File: config.mk
export PLATFORM = sky130hd
export DESIGN_NAME = spi_bus_slave
export DESIGN_NICKNAME = d
export VERILOG_FILES = /design/src/rtl/spi_sdram_pkg.sv /design/src/rtl/spi_bus_slave.sv
export SDC_FILE = /design/constraint.sdc
export NUM_CORES = 1
export LEC_CHECK = 0
export BUFFER_PORTS_ARGS = -buffer_cell sky130_fd_sc_hd__buf_2
export CORE_MARGIN = 2
export CORE_UTILIZATION = 45
export CTS_BUF_LIST = sky130_fd_sc_hd__clkbuf_2 sky130_fd_sc_hd__clkbuf_4 sky130_fd_sc_hd__clkbuf_8
export DETAILED_ROUTE_END_ITERATION = 16
export PLACE_DENSITY_LB_ADDON = 0.1
export SETUP_SLACK_MARGIN = 0.3
export SKIP_CTS_REPAIR_TIMING = 1
export SLEW_MARGIN = 20
export SYNTH_ARGS = -nofsm -noshare
export SYNTH_HDL_FRONTEND = slang
export SYNTH_SLANG_ARGS = --single-unit
File: constraint.sdc
create_clock -name clk -period 2.61 [get_ports clk]
set_input_delay 0.261 -clock clk [delete_from_list [all_inputs] [get_ports clk]]
set_output_delay 0.261 -clock clk [all_outputs]
set_load 0.01 [all_outputs]
File: src/rtl/spi_sdram_pkg.sv
`default_nettype none

package spi_sdram_pkg;

  // sdram geometry, 16-bit words, word addr = {row, bank, col}
  localparam int ROW_BITS       = 13;
  localparam int COL_BITS       = 9;
  localparam int BANK_BITS      = 2;
  localparam int WORD_ADDR_BITS = 23;   // row msb stays zero

  // timing in clk cycles, 100 MHz assumed
  localparam int INIT_WAIT_CYCLES = 20000;   // ~200 us power-up
  localparam int T_RCD            = 2;
  localparam int T_RP             = 2;
  localparam int T_RFC            = 7;
  localparam int T_MRD            = 2;
  localparam int CAS_LATENCY      = 2;
  localparam int REFRESH_INTERVAL = 780;     // 8192 rows in 64 ms

  localparam int WAIT_BITS = $clog2(INIT_WAIT_CYCLES);
  localparam int REF_BITS  = $clog2(REFRESH_INTERVAL);

  // burst length 1, sequential, CL2, burst write off
  localparam logic [ROW_BITS-1:0] MODE_REG       = 13'h020;
  localparam logic [ROW_BITS-1:0] AUTO_PRECHARGE = 13'h0400;  // a10

  // spi frame command byte and address regions (top addr byte)
  localparam logic [7:0] SPI_CMD_WRITE = 8'h00;
  localparam logic [7:0] SPI_CMD_READ  = 8'h01;
  localparam logic [7:0] REGION_SDRAM  = 8'h00;
  localparam logic [7:0] REGION_CTRL   = 8'hFF;

  // {csn, rasn, casn, wen}
  typedef enum logic [3:0] {
    LOAD_MODE = 4'b0000,
    REFRESH   = 4'b0001,
    PRECHARGE = 4'b0010,
    ACTIVE    = 4'b0011,
    WRITE     = 4'b0100,
    READ      = 4'b0101,
    NOP       = 4'b0111
  } sdram_cmd_t;

  typedef struct packed {
    logic        rd;      // byte read strobe
    logic        wr;      // byte write strobe
    logic [31:0] addr;
    logic [7:0]  wdata;
  } spi_bus_t;

  typedef struct packed {
    logic                      we;   // word write strobe
    logic                      re;   // word read strobe
    logic [WORD_ADDR_BITS-1:0] waddr;
    logic [15:0]               wdata;
  } mem_req_t;

endpackage

`default_nettype wire

File: src/rtl/spi_bus_slave.sv
`timescale 1ns/1ps
`default_nettype none

module spi_bus_slave
  import spi_sdram_pkg::*;
(
  input  logic       clk,
  input  logic       arst_n,
  input  logic       csn,
  input  logic       sclk,
  input  logic       mosi,
  output logic       miso,
  output spi_bus_t   bus,
  input  logic [7:0] rdata
);

  typedef enum logic [1:0] {
    S_CMD,
    S_ADDR,
    S_DUMMY,
    S_DATA
  } state_t;

  logic [1:0] csn_s;
  logic [2:0] sclk_s;    // [2] is the delayed copy for edge detect
  logic [1:0] mosi_s;
  logic       active;
  logic       sclk_rise;
  logic       sclk_fall;
  logic       byte_done;
  logic [7:0] rx_byte;

  state_t     state;
  logic [2:0] bit_cnt;
  logic [1:0] addr_cnt;  // address bytes seen
  logic [6:0] shift_in;
  logic [7:0] shift_out;
  logic       is_rd;
  logic       is_wr;

  // sclk is just a sampled pin here, never a clock
  always_ff @(posedge clk or negedge arst_n)
  begin
    if (!arst_n)
    begin
      csn_s  <= 2'b11;
      sclk_s <= 3'b000;
      mosi_s <= 2'b00;
    end
    else
    begin
      csn_s  <= {csn_s[0], csn};
      sclk_s <= {sclk_s[1:0], sclk};
      mosi_s <= {mosi_s[0], mosi};
    end
  end

  assign active    = ~csn_s[1];
  assign sclk_rise = sclk_s[1] & ~sclk_s[2];
  assign sclk_fall = ~sclk_s[1] & sclk_s[2];
  assign rx_byte   = {shift_in, mosi_s[1]};  // msb first
  assign byte_done = active & sclk_rise & (bit_cnt == 3'd7);

  // frame decode and bus strobes
  always_ff @(posedge clk or negedge arst_n)
  begin
    if (!arst_n)
    begin
      state    <= S_CMD;
      bit_cnt  <= 3'd0;
      addr_cnt <= 2'd0;
      shift_in <= 7'd0;
      is_rd    <= 1'b0;
      is_wr    <= 1'b0;
      bus      <= '0;
    end
    else
    begin
      bus.rd <= 1'b0;
      bus.wr <= 1'b0;
      if (bus.wr)
        bus.addr <= bus.addr + 32'd1;  // step after the write strobe
      if (!active)
      begin
        // csn high aborts whatever frame was running
        state    <= S_CMD;
        bit_cnt  <= 3'd0;
        addr_cnt <= 2'd0;
        is_rd    <= 1'b0;
        is_wr    <= 1'b0;
      end
      else
      begin
        if (sclk_rise)
        begin
          shift_in <= rx_byte[6:0];
          bit_cnt  <= bit_cnt + 3'd1;
        end
        if (byte_done)
        begin
          case (state)
            S_CMD:
            begin
              is_rd    <= (rx_byte == SPI_CMD_READ);
              is_wr    <= (rx_byte == SPI_CMD_WRITE);  // unknown cmd does nothing
              addr_cnt <= 2'd0;
              state    <= S_ADDR;
            end
            S_ADDR:
            begin
              bus.addr <= {bus.addr[23:0], rx_byte};
              addr_cnt <= addr_cnt + 2'd1;
              if (addr_cnt == 2'd3)
              begin
                bus.rd <= is_rd;  // first prefetch, for the start addr
                state  <= is_rd ? S_DUMMY : S_DATA;
              end
            end
            S_DUMMY,
            S_DATA:
            begin
              if (is_wr)
              begin
                bus.wdata <= rx_byte;
                bus.wr    <= 1'b1;
              end
              if (is_rd)
              begin
                bus.addr <= bus.addr + 32'd1;  // fetch the byte after the one going out
                bus.rd   <= 1'b1;
              end
              state <= S_DATA;
            end
            default: state <= S_CMD;
          endcase
        end
      end
    end
  end

  // miso shifts on falling sclk, reloaded at each byte boundary of a read
  always_ff @(posedge clk or negedge arst_n)
  begin
    if (!arst_n)
    begin
      miso      <= 1'b0;
      shift_out <= 8'd0;
    end
    else if (!active)
    begin
      miso      <= 1'b0;
      shift_out <= 8'd0;
    end
    else if (byte_done && is_rd && (state == S_DUMMY || state == S_DATA))
      shift_out <= rdata;  // prefetched one byte time earlier
    else if (sclk_fall)
    begin
      miso      <= shift_out[7];
      shift_out <= {shift_out[6:0], 1'b0};
    end
  end

endmodule

`default_nettype wire

==> impl_metrics.py, run 1 <==
metrics = {
    "run_status": {
        "status": "finished, final reports clean",
    },
    "die": {
        "core-area_sq_mm": 0.00982,
        "start_util_pct": 46.8,
        "die_width_um": 105,
        "die-area_sq_mm": 0.0110,
        "fp.dieH_um": 105,
        "io_pins": 56,
        "rows": 36,
    },
    "critical_path": {
        "worstPathRequired_ps": 2860,
        "crit_fanout": 8,
        "cp.arrival_ps": 2460,
        "end_kind": "flop",
        "crit_path_start_kind": "flop",
        "critPathKind": "reg -> reg",
    },
    "sta": {
        "maxSlewHeadroom_pct": 35.6,
        "fin_crit_ps": 2210,
        "setup_viol": 0,
        "fin_skew_ps": 13.6,
        "finalMaxSlewViolations": 0,
        "fmax_mhz": 452,
        "tightest_slew_ps": 966,
        "finalHoldViolations": 0,
        "timing.setup.tns_ps": 0,
        "period_share_pct": 84.8,
        "rsz0062_at_grt": "false",
    },
    "layout": {
        "final_nets": 549,
        "n_antenna_cell": 0,
        "area_delta_synth_final_pct": 15.0,
        "drive_above_1_share_pct": 27.6,
        "final_cell_mix": "70 x dfrtp_1, 54 x buf_2, 44 x nand2_1",
        "fin_util_pct": 53.8,
        "final_common_cell": "dfrtp_1",
    },
    "synth": {
        "syn-cell-area_sq_mm": 0.00459,
        "syn_inst": 476,
        "synth_top_flop_cell": "dfrtp_1",
        "synthArstFlopShare_pct": 100,
        "ys_seq_elements": 74,
        "synth_cell_types": 68,
        "synth_edf_count": 0,
        "syn_nets": 493,
        "yosysSeqAreaShare_pct": 40.4,
        "syn_avg_cell_area_sq_um": 9.65,
        "ys_warn_count": 0,
    },
    "detailed_routing": {
        "ant_nets": 0,
        "num_vias": 4042,
        "drcViolationCount": 0,
        "wl_per_cell_um": 19.3,
        "avgViaCountPerCell": 6.04,
        "dr.pass1.iters": 6,
        "wl_um": 12900,
        "drtIter0Drc": 294,
    },
    "global_route": {
        "grt_pass1_wl_um": 21100,
        "first_global_vias": 3900,
        "antenna_found_initial": 0,
        "grtUsageTotal_pct": 24.3,
        "grt_max_degree": 75,
        "overflow": 0,
    },
    "placed_design": {
        "place_congestion": 0.986,
        "dp_hpwl_um": 9160,
        "io_buffers": 55,
    },
    "clocking": {
        "clk_latency_ps": 360,
        "clockBufferDepth": 2,
        "clk_pin_slew_ps": 90,
        "cts.htree.levels": 3,
        "cts_buffers": 9,
        "cts.sinks": 74,
        "cts-root-buf": "clkbuf_8",
        "cts_tree": "built",
    },
    "flow_run": {
        "drv_cap": 0,
    },
    "power_and_ir_drop": {
        "p_leak_nw": 2.30,
        "powerDensity_mw_per_mm2": 444,
        "vdd_drop_max_uv": 383,
    },
    "min_path": {
        "worstHoldPathType": "in -> async",
    },
}
final cells by class:
class | count | area, sq um
well taps | 133 | 166
multi-input cells | 352 | 2500
clock inverters | 5 | 62.6
inverters | 9 | 33.8
flip-flops and latches | 74 | 1860
clock buffers | 10 | 138
repair buffers | 86 | 522
fillers | 919 | 4540
cells by family after synthesis:
family          count (synthesis)  synth area share, %
compound gates                118                 18.0
flops                          74                 40.4
simple gates                  163                 21.0
buf+inv                        50                 5.56
xor+xnor                       38                 7.25
fa+ha+maj                       4                 1.09
mux                            29                 6.78
state kept, by name (all words and copies together) (netlist names), 3 cells and up:
name	flops
shift_out	8
bus	42
shift_in	7
sclk_s	3
bit_cnt	3
through the flow:
stage               worst slack [ps]  hold slack [ps]  cells  cell area [sq um]  power, mW
global route                     305              113    669               5280       2.43
floorplan                        460            -34.6    476               4590       1.34
detailed placement               307              338    647               4990       1.42
CTS                              268            -14.4    662               5190       2.36
global placement                 406              332    647               4990       1.42
finish                           396             23.4    669               5280       2.34
per-layer routing:
layer,routed length (um),share of wire (%),vias up,GRT usage (%)
met4,264,2.0,0,10.1
met2,5870,45,184,36.3
met1,5750,44,1965,34.6
met5,0,0,-,0
li1,-,-,1866,-
met3,1040,8.1,27,4.37
report_power, final:
| group | internal [mW] | switching [mW] |
|---|---|---|
| combinational | 0.0605 | 0.0583 |
| sequential | 1.20 | 0.0843 |
| clock | 0.469 | 0.473 |
| total | 1.73 | 0.615 |
final timing paths:
path,start,to,slack (ps),depth (start not counted)
setup / recovery,bus[10],bus[35],400,6
hold reg to reg,mosi_s[0],mosi_s[1],350,0
min in group clk,rdata[0],shift_out[0],130,2
hold / removal,arst_n,bus[17],20,1
max in group asynchronous,arst_n,bus[9],1900,1
setup reg to reg,bus[10],bus[35],400,6
worst max-delay path: stages (launching register included):
cell,delay [ps]
dfrtp_1,630
nand3_4,210
nor4_2,420
nand4_1,250
o221ai_1,200
o31ai_1,100
a221o_1,270
cell usage after synthesis (4+ instances only):
cell	number	share of area (%)
inv_1	9	0.74
nand3_1	18	2.0
a21oi_1	16	1.7
o31ai_1	4	0.65
mux2i_1	12	2.6
mux2_2	17	4.2
nor3_1	6	0.65
xnor2_1	19	3.6
o211ai_1	5	0.82
o22ai_1	9	1.2
xor2_1	19	3.6
a22oi_1	11	1.8
dfrtp_1	72	39
buf_4	6	0.98
nand4_1	21	2.9
nor4_1	5	0.68
o21a_1	5	0.82
buf_2	14	1.5
o21ai_0	29	3.2
clkbuf_1	14	1.1
o221ai_1	4	0.76
clkbuf_2	4	0.44
ha_1	4	1.1
a32oi_1	5	0.95
nand2_1	45	3.7
nor2_1	35	2.9
Power figures use the tool's default switching activity.
==> run 2: changes to the inputs <==
ABC_AREA = 1   (was unset)
clock period = 2.24 ns   (was 2.61 ns; I/O delays follow)
==> impl_metrics.py, run 2 <==
metrics = {
    "run_status": {
        "status": "finished, final reports clean",
    },
    "layout": {
        "fin_util_pct": 54.7,
        "area_delta_synth_final_pct": 17.6,
        "largest_registers": "bus x42, shift_out x8, shift_in x7",
        "final_common_cell": "nand2_1",
        "fillers": 1096,
        "fin_cells": 1020,
        "n_antenna_cell": 0,
        "final_cell_mix": "367 x nand2_1, 86 x inv_1, 72 x nand3_1",
        "regMostFlops": "bus",
        "final_nets": 892,
        "drive_above_1_share_pct": 16.8,
        "largest_reg_flops": 42,
        "fin_area_sq_mm": 0.00595,
    },
    "die": {
        "die-area_sq_mm": 0.0121,
        "start_util_pct": 46.5,
        "io_pins": 56,
        "die_width_um": 110,
        "rows": 38,
        "fp.dieH_um": 110,
        "core-area_sq_mm": 0.0109,
    },
    "synth": {
        "yosysTopAreaCellShare_pct": 35.6,
        "synth_edf_count": 0,
        "syn-cell-area_sq_mm": 0.00506,
        "synthArstFlopShare_pct": 100,
        "syn_avg_cell_area_sq_um": 6.26,
        "synth_area_leaders": "dfrtp_1 36%, nand2_1 28%, nand3_1 7.2%",
        "synth_most_common_cell": "nand2_1",
        "ys_warn_count": 0,
        "yosysSeqAreaShare_pct": 36.6,
        "ys_seq_elements": 74,
        "yosys-top-cells-count": "372 x nand2_1, 86 x inv_1, 73 x nand3_1",
        "synth_cell_types": 36,
        "syn_nets": 825,
        "syn_inst": 808,
        "synth_top_flop_cell": "dfrtp_1",
        "yosysTopAreaCell": "dfrtp_1",
    },
    "critical_path": {
        "r2r_cells": 13,
        "cp.arrival_ps": 2140,
        "crit_path_start_kind": "flop",
        "crit_fanout": 6,
        "crit_start": "bus[9]",
        "worstPathRequired_ps": 2500,
        "critPathKind": "reg -> reg",
        "end_kind": "flop",
        "r2r_end": "bus[20]",
        "reg2reg_slack_ps": 360,
        "r2r_start": "bus[9]",
        "setup.worst_path.end": "bus[20]",
    },
    "power_and_ir_drop": {
        "switching_share_pct": 27.4,
        "vdd_drop_max_uv": 542,
        "p_int_mw": 2.06,
        "combinationalPowerShare_pct": 10.0,
        "finalPower_mw": 2.84,
        "p_switching_mw": 0.779,
        "seqPwrFrac_pct": 50.1,
        "pwr-share-clk_pct": 39.9,
        "p_leak_nw": 3.22,
        "powerDensity_mw_per_mm2": 477,
    },
    "detailed_routing": {
        "drtIter0Drc": 387,
        "ant_nets": 0,
        "wl_per_cell_um": 15.1,
        "wl_um": 15400,
        "num_vias": 5405,
        "dr.pass1.iters": 5,
        "drcViolationCount": 0,
        "avgViaCountPerCell": 5.30,
    },
    "clocking": {
        "cts.htree.levels": 3,
        "cts.sinks": 74,
        "cts_tree": "built",
        "cts-root-buf": "clkbuf_8",
        "clk_latency_ps": 370,
        "clk_pin_slew_ps": 80,
        "cts_buffers": 9,
        "clockBufferDepth": 2,
    },
    "global_route": {
        "grt_pass1_wl_um": 25000,
        "gr-usage-met3_pct": 3.53,
        "first_global_vias": 5128,
        "grt_max_degree": 41,
        "use_met1_pct": 34.0,
        "grtUsageMet2_pct": 46.5,
        "overflow": 0,
        "antenna_found_initial": 0,
        "gr-max-usage-layer": "met2",
        "grtUsageTotal_pct": 26.9,
    },
    "sta": {
        "setup_viol": 0,
        "rsz0062_at_grt": "true",
        "fin_hold_ws_ps": 106,
        "fmax_mhz": 532,
        "fin_skew_ps": 5.38,
        "tightest_slew_ps": 648,
        "fin_crit_ps": 1880,
        "maxSlewHeadroom_pct": 56.7,
        "finalMaxSlewViolations": 0,
        "timing.setup.tns_ps": 0,
        "finalHoldViolations": 0,
        "period_share_pct": 84.0,
        "setup_slack_ps": 359,
    },
    "min_path": {
        "worstHoldPathType": "in -> reg",
    },
    "placed_design": {
        "dp_hpwl_um": 10900,
        "place_area_sq_mm": 0.00556,
        "place_congestion": 0.876,
        "dp_cells": 995,
        "place_ws_ps": 167,
        "io_buffers": 55,
    },
    "flow_run": {
        "drv_cap": 0,
    },
}
## run 2: power groups by stage
stage	clock network (mW)	registers [mW]	logic [mW]
after floorplan	0	1.44	0.177
final	1.13	1.42	0.284
after global routing	1.21	1.43	0.327
after CTS	1.17	1.42	0.283
after detailed placement	0	1.45	0.281
after global placement	0	1.45	0.275
## run 2: per-layer routing
layer,vias to the layer above,wire [um]
met1,2541,6700
li1,2662,-
met5,-,0
met2,166,7540
met4,0,422
met3,36,773
## run 2: area by class of cell
class,instances,area (sq um),share of cell area (%)
sequential,74,1870,31.4
clock inverter,5,61.3,1.03
timing repair buffer,87,544,9.14
inverter,87,327,5.49
multi-input combinational,616,2820,47.4
clock buffer,11,151,2.54
tap,140,175,2.94
## run 2: worst max-delay path, cell delays in order (launching register included)
cell     delay (ps)
dfrtp_2         440
ha_4            170
nand2_2          70
nor2_4          150
nand2_4         100
buf_4           150
o21ai_0         160
nand2_1         100
nand2_1          70
nand2_1          70
nor2_1          100
o21ai_1          80
nand2_1          60
nand2_1          50
## run 2: how the worst min path moves through the flow
| stage | startpoint | to | slack (ps) | cells past startpoint |
|---|---|---|---|---|
| 2_1_floorplan | arst_n | addr_cnt[0] | -70 | 0 |
| 4_1_cts | arst_n | bus[33] | -140 | 1 |
| 3_3_place_gp | arst_n | bus[37] | 250 | 1 |
| 6_report | rdata[0] | shift_out[0] | 110 | 3 |
| 5_1_grt | rdata[0] | shift_out[0] | 150 | 3 |
| 3_5_place_dp | arst_n | bus[33] | 260 | 1 |
## run 2: kinds of logic (layout without fill, tap and decap cells)
kind of cell / count (synthesis) / after routing / synth area share [%]
and+or+nand+nor: 516 / 516 / 42.0
buffers and inverters: 118 / 190 / 9.17
AOI/OAI and AO/OA: 82 / 82 / 8.78
DFF: 74 / 74 / 36.6
xor gates and xnor gates: 13 / 13 / 2.25
adders and majority gates: 4 / 4 / 0.989
muxes: 1 / 1 / 0.198
