--- config.mk ---
export PLATFORM = sky130hd
export DESIGN_NAME = byte_word_bridge
export DESIGN_NICKNAME = d
export VERILOG_FILES = /design/src/rtl/spi_sdram_pkg.sv /design/src/rtl/byte_word_bridge.sv
export SDC_FILE = /design/constraint.sdc
export NUM_CORES = 1
export LEC_CHECK = 0
export BUFFER_PORTS_ARGS = -buffer_cell sky130_fd_sc_hd__buf_4
export CORE_AREA = 8 8 88 90
export CTS_CLUSTER_SIZE = 8
export DETAILED_ROUTE_END_ITERATION = 12
export DIE_AREA = 0 0 96 98
export MAX_ROUTING_LAYER = met4
export PLACE_DENSITY = 0.71
export RECOVER_POWER = 25
export SLEW_MARGIN = 20
export SYNTH_ARGS = -nofsm -noshare
export SYNTH_HDL_FRONTEND = slang
export SYNTH_SLANG_ARGS = --single-unit
--- constraint.sdc ---
create_clock -name clk -period 1.5 [get_ports clk]
set_input_delay 0.225 -clock clk [delete_from_list [all_inputs] [get_ports clk]]
set_output_delay 0.225 -clock clk [all_outputs]
set_load 0.05 [all_outputs]
--- src/rtl/spi_sdram_pkg.sv ---
`default_nettype none

package spi_sdram_pkg;

  // sdram geometry, 16-bit words, word addr = {row, bank, col}
  localparam int ROW_BITS       = 13;
  localparam int COL_BITS       = 9;
  localparam int BANK_BITS      = 2;
  localparam int WORD_ADDR_BITS = 23;   // row msb stays zero

  // timing in clk cycles, 100 MHz assumed
  localparam int INIT_WAIT_CYCLES = 20000;   // ~200 us power-up
  localparam int T_RCD            = 2;
  localparam int T_RP             = 2;
  localparam int T_RFC            = 7;
  localparam int T_MRD            = 2;
  localparam int CAS_LATENCY      = 2;
  localparam int REFRESH_INTERVAL = 780;     // 8192 rows in 64 ms

  localparam int WAIT_BITS = $clog2(INIT_WAIT_CYCLES);
  localparam int REF_BITS  = $clog2(REFRESH_INTERVAL);

  // burst length 1, sequential, CL2, burst write off
  localparam logic [ROW_BITS-1:0] MODE_REG       = 13'h020;
  localparam logic [ROW_BITS-1:0] AUTO_PRECHARGE = 13'h0400;  // a10

  // spi frame command byte and address regions (top addr byte)
  localparam logic [7:0] SPI_CMD_WRITE = 8'h00;
  localparam logic [7:0] SPI_CMD_READ  = 8'h01;
  localparam logic [7:0] REGION_SDRAM  = 8'h00;
  localparam logic [7:0] REGION_CTRL   = 8'hFF;

  // {csn, rasn, casn, wen}
  typedef enum logic [3:0] {
    LOAD_MODE = 4'b0000,
    REFRESH   = 4'b0001,
    PRECHARGE = 4'b0010,
    ACTIVE    = 4'b0011,
    WRITE     = 4'b0100,
    READ      = 4'b0101,
    NOP       = 4'b0111
  } sdram_cmd_t;

  typedef struct packed {
    logic        rd;      // byte read strobe
    logic        wr;      // byte write strobe
    logic [31:0] addr;
    logic [7:0]  wdata;
  } spi_bus_t;

  typedef struct packed {
    logic                      we;   // word write strobe
    logic                      re;   // word read strobe
    logic [WORD_ADDR_BITS-1:0] waddr;
    logic [15:0]               wdata;
  } mem_req_t;

endpackage

`default_nettype wire

--- src/rtl/byte_word_bridge.sv ---
`timescale 1ns/1ps
`default_nettype none

module byte_word_bridge
  import spi_sdram_pkg::*;
(
  input  logic        clk,
  input  logic        arst_n,
  input  spi_bus_t    bus,
  output logic [7:0]  byte_rdata,
  output mem_req_t    req,
  input  logic        busy,
  input  logic [15:0] rdata,
  input  logic        rd_valid,
  output logic [7:0]  ctrl_reg
);

  logic [7:0]                region;
  logic                      in_sdram;
  logic                      in_ctrl;
  logic [7:0]                stage [2];   // [0] even byte = upper half
  logic                      pend_we;     // one-deep pending slot
  logic                      pend_re;
  logic [WORD_ADDR_BITS-1:0] pend_addr;
  logic                      issue;
  logic                      rd_sdram;    // region of the last rd
  logic                      rd_ctrl;
  logic                      rd_sel;      // byte lane of the last rd
  logic [15:0]               rword;

  assign region   = bus.addr[31:24];
  assign in_sdram = (region == REGION_SDRAM);
  assign in_ctrl  = (region == REGION_CTRL);
  assign issue    = (pend_we | pend_re) & ~busy;

  // slot goes out as soon as the controller is free
  always_comb
  begin
    req.we    = pend_we & ~busy;
    req.re    = pend_re & ~busy;
    req.waddr = pend_addr;
    req.wdata = {stage[0], stage[1]};
  end

  always_ff @(posedge clk)
  begin
    if (bus.wr && in_sdram)
      stage[bus.addr[0]] <= bus.wdata;
    if (rd_valid)
      rword <= rdata;
  end

  always_ff @(posedge clk or negedge arst_n)
  begin
    if (!arst_n)
    begin
      ctrl_reg  <= 8'd0;
      pend_we   <= 1'b0;
      pend_re   <= 1'b0;
      pend_addr <= '0;
      rd_sdram  <= 1'b0;
      rd_ctrl   <= 1'b0;
      rd_sel    <= 1'b0;
    end
    else
    begin
      if (issue)
      begin
        pend_we <= 1'b0;
        pend_re <= 1'b0;
      end
      if (bus.wr)
      begin
        if (in_ctrl)
          ctrl_reg <= bus.wdata;
        if (in_sdram && bus.addr[0])  // odd byte commits the word
        begin
          pend_we   <= 1'b1;
          pend_addr <= bus.addr[WORD_ADDR_BITS:1];
        end
      end
      if (bus.rd)
      begin
        rd_sdram <= in_sdram;
        rd_ctrl  <= in_ctrl;
        rd_sel   <= bus.addr[0];
        if (in_sdram)
        begin
          pend_re   <= 1'b1;
          pend_addr <= bus.addr[WORD_ADDR_BITS:1];
        end
      end
    end
  end

  // other regions read back as zero
  assign byte_rdata = rd_sdram ? (rd_sel ? rword[7:0] : rword[15:8]) :
                      rd_ctrl  ? ctrl_reg : 8'd0;

endmodule

`default_nettype wire

==> impl_metrics.ini, run 1 <==
[run_status]
status = finished with violations
failed_checks = setup timing

[routing]
num_vias = 1713
first_pass_iters = 4
wl_per_cell_um = 17.2
drcViolationCount = 0
wirelength_mm = 6.41
drt_iter0_markers = 33
antenna_left = 0
vias_per_cell = 4.59

[worst_hold_path]
min_from = rdata[3]
min_path_cells = 1
min_path_type = input port to flop
whs_endpoint = rword[3]

[placed_design]
placed_cells = 354
gp_congestion = 0.756
hpwl_mm = 5.13
dpl_worst_slack_ns = -0.00642
io_buffers = 118

[global_routing]
grt_use_total = 0.143
gr-total-overflow = 0
grt_pass1_vias = 1937
grt_max_degree = 37
antenna_found_initial = 0
grt_pass1_wl_mm = 10.1

[sta]
finClkSkew_ns = 0
grt_setup_unrepaired = yes
finalSetupViolCount = 8
fin_crit_sh = 1.05
finalMaxSlewViolations = 0
fmax_ghz = 0.636
relSlewSlack = 0.500
worst_pin_slew_ns = 0.751
hold_viol_final = 0
setup_slack_ns = -0.0722
whs_ns = 0.0983
period_minus_slack_ns = 1.57

[power]
switching_share = 0.255
p_int_mw = 2.93
seqPwrFrac = 0.532
p_clk_frac = 0.324
p_sw_mw = 1.00
powerDensity_nw_per_um2 = 991
p_leak_nw = 1.90
ir_drop_v = 0.000647
pwr-share-comb = 0.143

[final_layout]
layout_common_cells = buf_4, dfrtp_1, edfxtp_1, mux2_4, clkbuf_4
largest_reg_flops = 23
final_common_cell = buf_4
finalNonFillerCells = 373
drive_above_1_share = 0.638
fin_nets = 350
max_flop_register = pend_addr
diodes = 0
area_growth_pct = 49.1

[clocking]
clockBufferDepth = 2
cts.sinks = 68
cts.clk_slew.worst_paths_ns = 0.07
htreeDepth = 3
cts_tree = done
cts-buffers-inserted = 9
cts_root_buffer = clkbuf_8
clock_latency_ns = 0.32

[setup_path]
cp-end-kind = output port
ff2ff_setup_slack_ns = 0.57
worstSetupStartpointType = flop
crit_fanout = 5
crit_required_ns = 1.27
worstReg2RegEnd = rd_sel
r2r_start = rd_sel
arrival_ns = 1.35
critPathKind = flop to output port
r2r_cells = 2

[run]
maxCapViolations = 0

[synthesis]
seq_area_frac_synth = 0.701
avgSynthCellArea_um2 = 17.6
synth_top_area_cell = edfxtp_1
ys_types = 19
ys_seq_elements = 68
ys_warn_count = 0
syn_area_um2 = 2660
synth_top_area_frac = 0.362
synthTopCellsByArea = edfxtp_1, dfrtp_1, mux2_4
synthCells = 151
syn-num-nets = 213

[floorplan]
die-area_um2 = 9410
ios = 119
die_h_um = 98
rows = 30
initial_core_util = 0.409
fp.dieW_um = 96
core_um2 = 6490
[per-layer routing]
metal,share of wire,global-route usage,vias to the layer above
met5,0,-,-
met4,0.016,0.0521,0
met3,0.041,0.0299,9
met2,0.56,0.245,52
met1,0.38,0.157,825
li1,-,-,827
[logic make-up after synthesis]
logic type / synth area share
and+or+nand+nor: 0.0659
buffers and inverters: 0.0132
AOI/OAI and AO/OA: 0.0217
muxes: 0.198
DFF: 0.701
[cell usage after synthesis (all sizes together)]
master  instances
inv             2
mux2i           8
dfrtp          36
nor3            2
nor2            2
a21o            1
nand4           2
o21ai          10
buf             3
nand2          12
nor4            2
edfxtp         32
nand3           3
mux2           33
nor2b           3
[what timing repair did]
item                       in CTS  in global routing
pin swaps                       0                  2
buffers inserted                2                  0
hold endpoints to repair       36                  0
setup endpoints to repair       8                  8
gates resized for setup         8                 12
hold buffers                    1                  0
[power groups by stage]
stage / registers (mW) / logic, mW / clock network (mW)
2_1_floorplan: 2.28 / 0.118 / 0
3_3_place_gp: 2.13 / 0.538 / 0
3_5_place_dp: 2.13 / 0.549 / 0
4_1_cts: 2.09 / 0.576 / 1.31
5_1_grt: 2.10 / 0.594 / 1.39
6_report: 2.09 / 0.563 / 1.27
[critical path, cell delays in order, from the launching register on]
cell	delay (ns)
dfrtp_2	0.43
buf_12	0.14
mux2i_2	0.15
o21ai_2	0.14
buf_6	0.17
[final cells by class]
type	count	area, um^2
Sequential cell	68	1860
Clock buffer	11	141
Clock inverter	5	28.8
Tap cell	80	100
Multi-Input combinational cell	78	812
Inverter	2	7.51
Timing Repair Buffer	129	1010
Fill cell	527	2530
[worst max path at each step]
stage,from,endpoint,depth (start not counted)
global placement,bus[39],stage[1][2],5
detailed placement,bus[39],stage[0][5],5
CTS,rd_sel,byte_rdata[0],4
global route,rd_sdram,byte_rdata[7],5
floorplan,rd_sel,byte_rdata[0],3
finish,rd_sel,byte_rdata[0],4
[through the flow]
step                      utilization  TNS, ns  total power [mW]  instance area [um^2]
after global placement          0.575        0              2.67                  3730
after detailed placement        0.575  -0.0696              2.68                  3730
after global routing            0.610    -1.11              4.09                  3960
after CTS                       0.610   -0.725              3.97                  3960
final                           0.610   -0.432              3.93                  3960
after floorplan                     -  -0.0887              2.40                  2690
Power figures use the tool's default switching activity.
==> run 2, diff against run 1 <==
--- a/config.mk
+++ b/config.mk
@@ -12,7 +12,8 @@
 export DIE_AREA = 0 0 96 98
 export MAX_ROUTING_LAYER = met4
 export PLACE_DENSITY = 0.71
-export RECOVER_POWER = 25
+export RECOVER_POWER = 100
+export REMOVE_ABC_BUFFERS = 1
 export SLEW_MARGIN = 20
 export SYNTH_ARGS = -nofsm -noshare
 export SYNTH_HDL_FRONTEND = slang
==> impl_metrics.ini, run 2 (synthesis results as in run 1) <==
[routing]
wirelength_mm = 6.25
vias_per_cell = 4.67
antenna_left = 0
dr.max_layer_used = met4
route.met2.wl_mm = 3.43
drt_iter0_markers = 49
met1_length_mm = 2.35
drcViolationCount = 0
num_vias = 1748
first_pass_iters = 4
wl_met3_um = 321
wl_per_cell_um = 16.7

[setup_path]
crit_fanout = 5
crit_required_ns = 1.27
critPathKind = flop to output port
arrival_ns = 1.41
cpPeakStageDelay_ns = 0.45
cp-end-kind = output port
worstSetupStartpointType = flop
crit_slowest_cell = dfrtp_2
path_buf_inv = 2
worstPathCellList = buf_4 -> mux2i_1 -> o21ai_1 -> buf_6
cpLargestDelayFamily = flip-flops

[sta]
relSlewSlack = 0.423
grt_setup_unrepaired = yes
fin_crit_sh = 1.09
finalMaxSlewViolations = 0
worst_pin_slew_ns = 0.866
tns_ns = -0.936
whs_ns = 0.0915
setup_slack_ns = -0.139
hold_viol_final = 0
finClkSkew_ns = 0
fmax_ghz = 0.610
finalSetupViolCount = 10
period_minus_slack_ns = 1.64

[final_layout]
diodes = 0
area_growth_pct = 47.1
finalNonFillerCells = 374
fin_nets = 351
final_common_cell = buf_4
nFillCells = 520
largest_reg_flops = 23
register_area_um2 = 1860
layout_common_cells = buf_4, dfrtp_1, edfxtp_1, mux2_4, clkbuf_4
multiInputGateArea_um2 = 759
drive_above_1_share = 0.595
max_flop_register = pend_addr

[power]
p_leak_nw = 1.88
seqPwrFrac = 0.535
powerDensity_nw_per_um2 = 1000
p_clk_frac = 0.324
p_sw_mw = 1.02
ir_drop_v = 0.000546
power.total_mw = 3.91
switching_share = 0.261
pwr-share-comb = 0.142
p_int_mw = 2.89

[clocking]
cts.sinks = 68
clock_latency_ns = 0.33
clockBufferDepth = 2
htreeDepth = 3
cts.clk_slew.worst_paths_ns = 0.07
cts_tree = done
cts_root_buffer = clkbuf_8
cts-buffers-inserted = 9

[global_routing]
grt_pass1_wl_mm = 9.61
antenna_found_initial = 0
gr-total-overflow = 0
grt_use_total = 0.138
grt_pass1_vias = 1887
grt_max_degree = 37

[run_status]
status = finished with violations
failed_checks = setup timing

[worst_hold_path]
min_path_type = input port to flop

[floorplan]
rows = 30
die_h_um = 98
die-area_um2 = 9410
core_um2 = 6490
initial_core_util = 0.409
ios = 119
fp.dieW_um = 96

[placed_design]
gp_congestion = 0.747
hpwl_mm = 4.93
placed_cells = 354
dpl_worst_slack_ns = -0.0167
io_buffers = 118

[run]
maxCapViolations = 0
run 2: worst paths after layout:
path,end,slack (ns),depth (start not counted),start
hold / removal,rword[1],0.09,1,rdata[1]
setup reg to reg,rd_sel,0.66,1,rd_sel
hold reg to reg,pend_we,0.49,2,pend_we
setup / recovery,byte_rdata[4],-0.14,4,rd_sel
min in group asynchronous,pend_addr[11],0.57,2,arst_n
max in group asynchronous,rd_sel,0.34,2,arst_n
run 2: per-stage QoR:
stage	instance area, um^2	utilization
final	3910	0.602
after global routing	3910	0.602
after CTS	3930	0.604
after detailed placement	3710	0.572
after global placement	3710	0.572
after floorplan	2630	-
run 2: power groups by stage:
stage / combinational [mW] / clock, mW / sequential, mW
5_1_grt: 0.585 / 1.38 / 2.10
2_1_floorplan: 0.101 / 0 / 2.29
3_3_place_gp: 0.551 / 0 / 2.12
6_report: 0.554 / 1.27 / 2.09
4_1_cts: 0.562 / 1.31 / 2.09
3_5_place_dp: 0.557 / 0 / 2.13
run 2: area by class of cell:
cell class	count	share of cell area
clock buffer	10	0.0327
clock inverter	6	0.0102
inverter	2	0.00192
multi-input combinational	78	0.194
sequential	68	0.477
tap	80	0.0256
timing repair buffer	130	0.258
run 2: what timing repair did:
action | CTS | global route
resized for setup | 19 | 3
endpoints found under the hold margin | 36 | 0
buffers inserted | 0 | 3
hold buffers | 1 | 0
pin swaps | 0 | 3
cloned | 0 | 0
setup endpoints to repair | 8 | 8
run 2: routing by layer:
metal  up-vias  track usage
met5         -            -
met2        53        0.236
li1        834            -
met3        12       0.0253
met4         0       0.0734
met1       849        0.146
==> run 3, diff against run 2 <==
--- a/config.mk
+++ b/config.mk
@@ -5,11 +5,13 @@
 export SDC_FILE = /design/constraint.sdc
 export NUM_CORES = 1
 export LEC_CHECK = 0
+export ABC_AREA = 1
 export BUFFER_PORTS_ARGS = -buffer_cell sky130_fd_sc_hd__buf_4
-export CORE_AREA = 8 8 88 90
+export CORE_AREA = 8 8 87 89
+export CTS_BUF_LIST = sky130_fd_sc_hd__clkbuf_4 sky130_fd_sc_hd__clkbuf_8
 export CTS_CLUSTER_SIZE = 8
 export DETAILED_ROUTE_END_ITERATION = 12
-export DIE_AREA = 0 0 96 98
+export DIE_AREA = 0 0 95 97
 export MAX_ROUTING_LAYER = met4
 export PLACE_DENSITY = 0.71
 export RECOVER_POWER = 100
==> impl_metrics.ini, run 3 <==
[run_status]
status = finished with violations
failed_checks = setup timing

[final_layout]
register_area_um2 = 1860
multiInputGateArea_um2 = 707
post-route-util = 0.630
max_flop_register = pend_addr
fin_nets = 427
nFillCells = 486
layout_common_cells = buf_4, nand2_1, dfrtp_1, edfxtp_1, nand3_1
largest_reg_flops = 23
diodes = 0
final_common_cell = buf_4
area_growth_pct = 49.6
drive_above_1_share = 0.392

[global_routing]
grt_pass1_vias = 2213
grt_use_total = 0.153
grt_pass1_wl_mm = 10.9
antenna_found_initial = 0
gr-total-overflow = 0
grt_max_degree = 37

[sta]
finClkSkew_ns = 0
worst_pin_slew_ns = 0.890
finalMaxSlewViolations = 0
fmax_ghz = 0.639
finalSetupViolCount = 8
fin_crit_sh = 1.04
period_minus_slack_ns = 1.56
grt_setup_unrepaired = yes
hold_viol_final = 0
relSlewSlack = 0.407
setup_slack_ns = -0.0641

[power]
power.total_mw = 4.50
seqPwrFrac = 0.468
p_clk_frac = 0.404
p_sw_mw = 1.12
switching_share = 0.250
p_int_mw = 3.38
p_leak_nw = 1.90
powerDensity_nw_per_um2 = 1150
pwr-share-comb = 0.128
ir_drop_v = 0.000833

[synthesis]
ys_types = 18
seq_area_frac_synth = 0.712
syn_area_um2 = 2610
ys.flop_type = dfrtp_1
avgSynthCellArea_um2 = 11.1
synthTopCellsByArea = edfxtp_1, dfrtp_1, nand2_1
synth_common_cells = nand2_1, dfrtp_1, edfxtp_1, nand3_1, o21ai_0
synth_enable_flop_cells = 32
ys_seq_elements = 68
synthCells = 236
ys_warn_count = 0
synth_top_area_frac = 0.368
synth_top_area_cell = edfxtp_1
synth.most_common_cell = nand2_1
async_flop_share = 0.529

[floorplan]
die-area_um2 = 9220
core_um2 = 6200
die_h_um = 97
ios = 119
fp.dieW_um = 95
initial_core_util = 0.421
rows = 29

[placed_design]
hpwl_mm = 5.16
io_buffers = 118
gp_congestion = 0.740

[setup_path]
crit_required_ns = 1.27
path_common_cell = buf_6
r2r_cells = 2
cpPeakStageDelay_ns = 0.41
arrival_ns = 1.34
crit_slowest_cell = dfrtp_1
ff2ff_setup_slack_ns = 0.73
worstPathCellList = buf_6 -> o21ai_1 -> o21ai_2 -> buf_6
crit_fanout = 8
critPathKind = flop to output port
worstSetupStartpointType = flop
cp-end-kind = output port

[routing]
first_pass_iters = 4
wirelength_mm = 6.68
wl_per_cell_um = 14.9
num_vias = 2129
drt_iter0_markers = 56
drcViolationCount = 0
vias_per_cell = 4.76
antenna_left = 0

[clocking]
cts_root_buffer = clkbuf_8
cts_tree = done
clock_latency_ns = 0.33
postCtsSetupBuffers = 0
clockBufferDepth = 2
cts.clk_slew.worst_paths_ns = 0.08
htreeDepth = 3
cts.sinks = 68
cts-buffers-inserted = 9

[run]
maxCapViolations = 0

[worst_hold_path]
min_path_cells = 3
min_path_type = input port to flop
run 3: cell types whose count changed after synthesis, moves of 3 or more:
cell,change
buf_2,+3
nand3_1,+29
mux2i_1,-8
nor2_1,+15
inv_1,+4
nor2b_1,-3
mux2_2,-13
nand2_1,+66
mux2_4,-20
o21ai_0,+10
run 3: power groups by stage:
stage	combinational (mW)	sequential [mW]	clock (mW)
global placement	0.575	2.14	0
global route	0.618	2.12	1.94
finish	0.577	2.11	1.82
detailed placement	0.582	2.14	0
CTS	0.591	2.10	1.85
floorplan	0.0905	2.33	0
run 3: final timing paths:
kind | start | to
setup / recovery | rd_sel | byte_rdata[6]
hold / removal | bus[23] | pend_addr[14]
setup reg to reg | rd_sdram | rd_sdram
hold reg to reg | pend_addr[3] | pend_addr[3]
max in group asynchronous | arst_n | ctrl_reg[3]
min in group asynchronous | arst_n | pend_re
run 3: metrics by stage:
step	hold slack, ns	cells	setup WS (ns)	TNS (ns)	instance area (um^2)
CTS	0.0502	447	-0.0504	-0.265	3910
floorplan	-0.0706	229	-0.421	-4.93	2570
detailed placement	0.218	430	0.0852	0	3620
global route	0.0674	447	-0.123	-0.809	3910
finish	0.0781	447	-0.0641	-0.281	3910
global placement	0.213	430	0.116	0	3620
run 3: final cells by class:
type,instances,share of cell area
Clock buffer,9,0.0317
Timing Repair Buffer,125,0.246
Clock inverter,7,0.0317
Inverter,8,0.00864
Tap cell,77,0.0246
Sequential cell,68,0.476
Multi-Input combinational cell,153,0.181
run 3: metal layers:
| layer | wire, um | global-route usage | share of wire | up-vias |
|---|---|---|---|---|
| met2 | 3250 | 0.237 | 0.49 | 101 |
| met1 | 2750 | 0.187 | 0.41 | 968 |
| met5 | 0 | - | 0 | - |
| li1 | - | - | - | 1050 |
| met3 | 582 | 0.0495 | 0.087 | 10 |
| met4 | 94 | 0.0421 | 0.014 | 0 |
run 3: what timing repair did:
item | in CTS | in global routing
endpoints found under the hold margin | 36 | 0
setup endpoints to repair | 8 | 8
hold buffers | 1 | 0
resized for setup | 19 | 19
pin swaps | 2 | 8
cloned | 0 | 0
run 3: cell families (layout without fill, tap and decap cells):
group,count (synthesis),count (layout),synth area share
and+or+nand+nor,132,132,0.218
DFF,68,68,0.712
buffers and inverters,15,149,0.0292
AOI/OAI and AO/OA,21,21,0.0402
run 3: critical path, delay by kind of cell, from the launching register on:
kind | cells | cell delay [ns]
DFF | 1 | 0.41
buffers and inverters | 2 | 0.34
AOI/OAI and AO/OA | 2 | 0.25
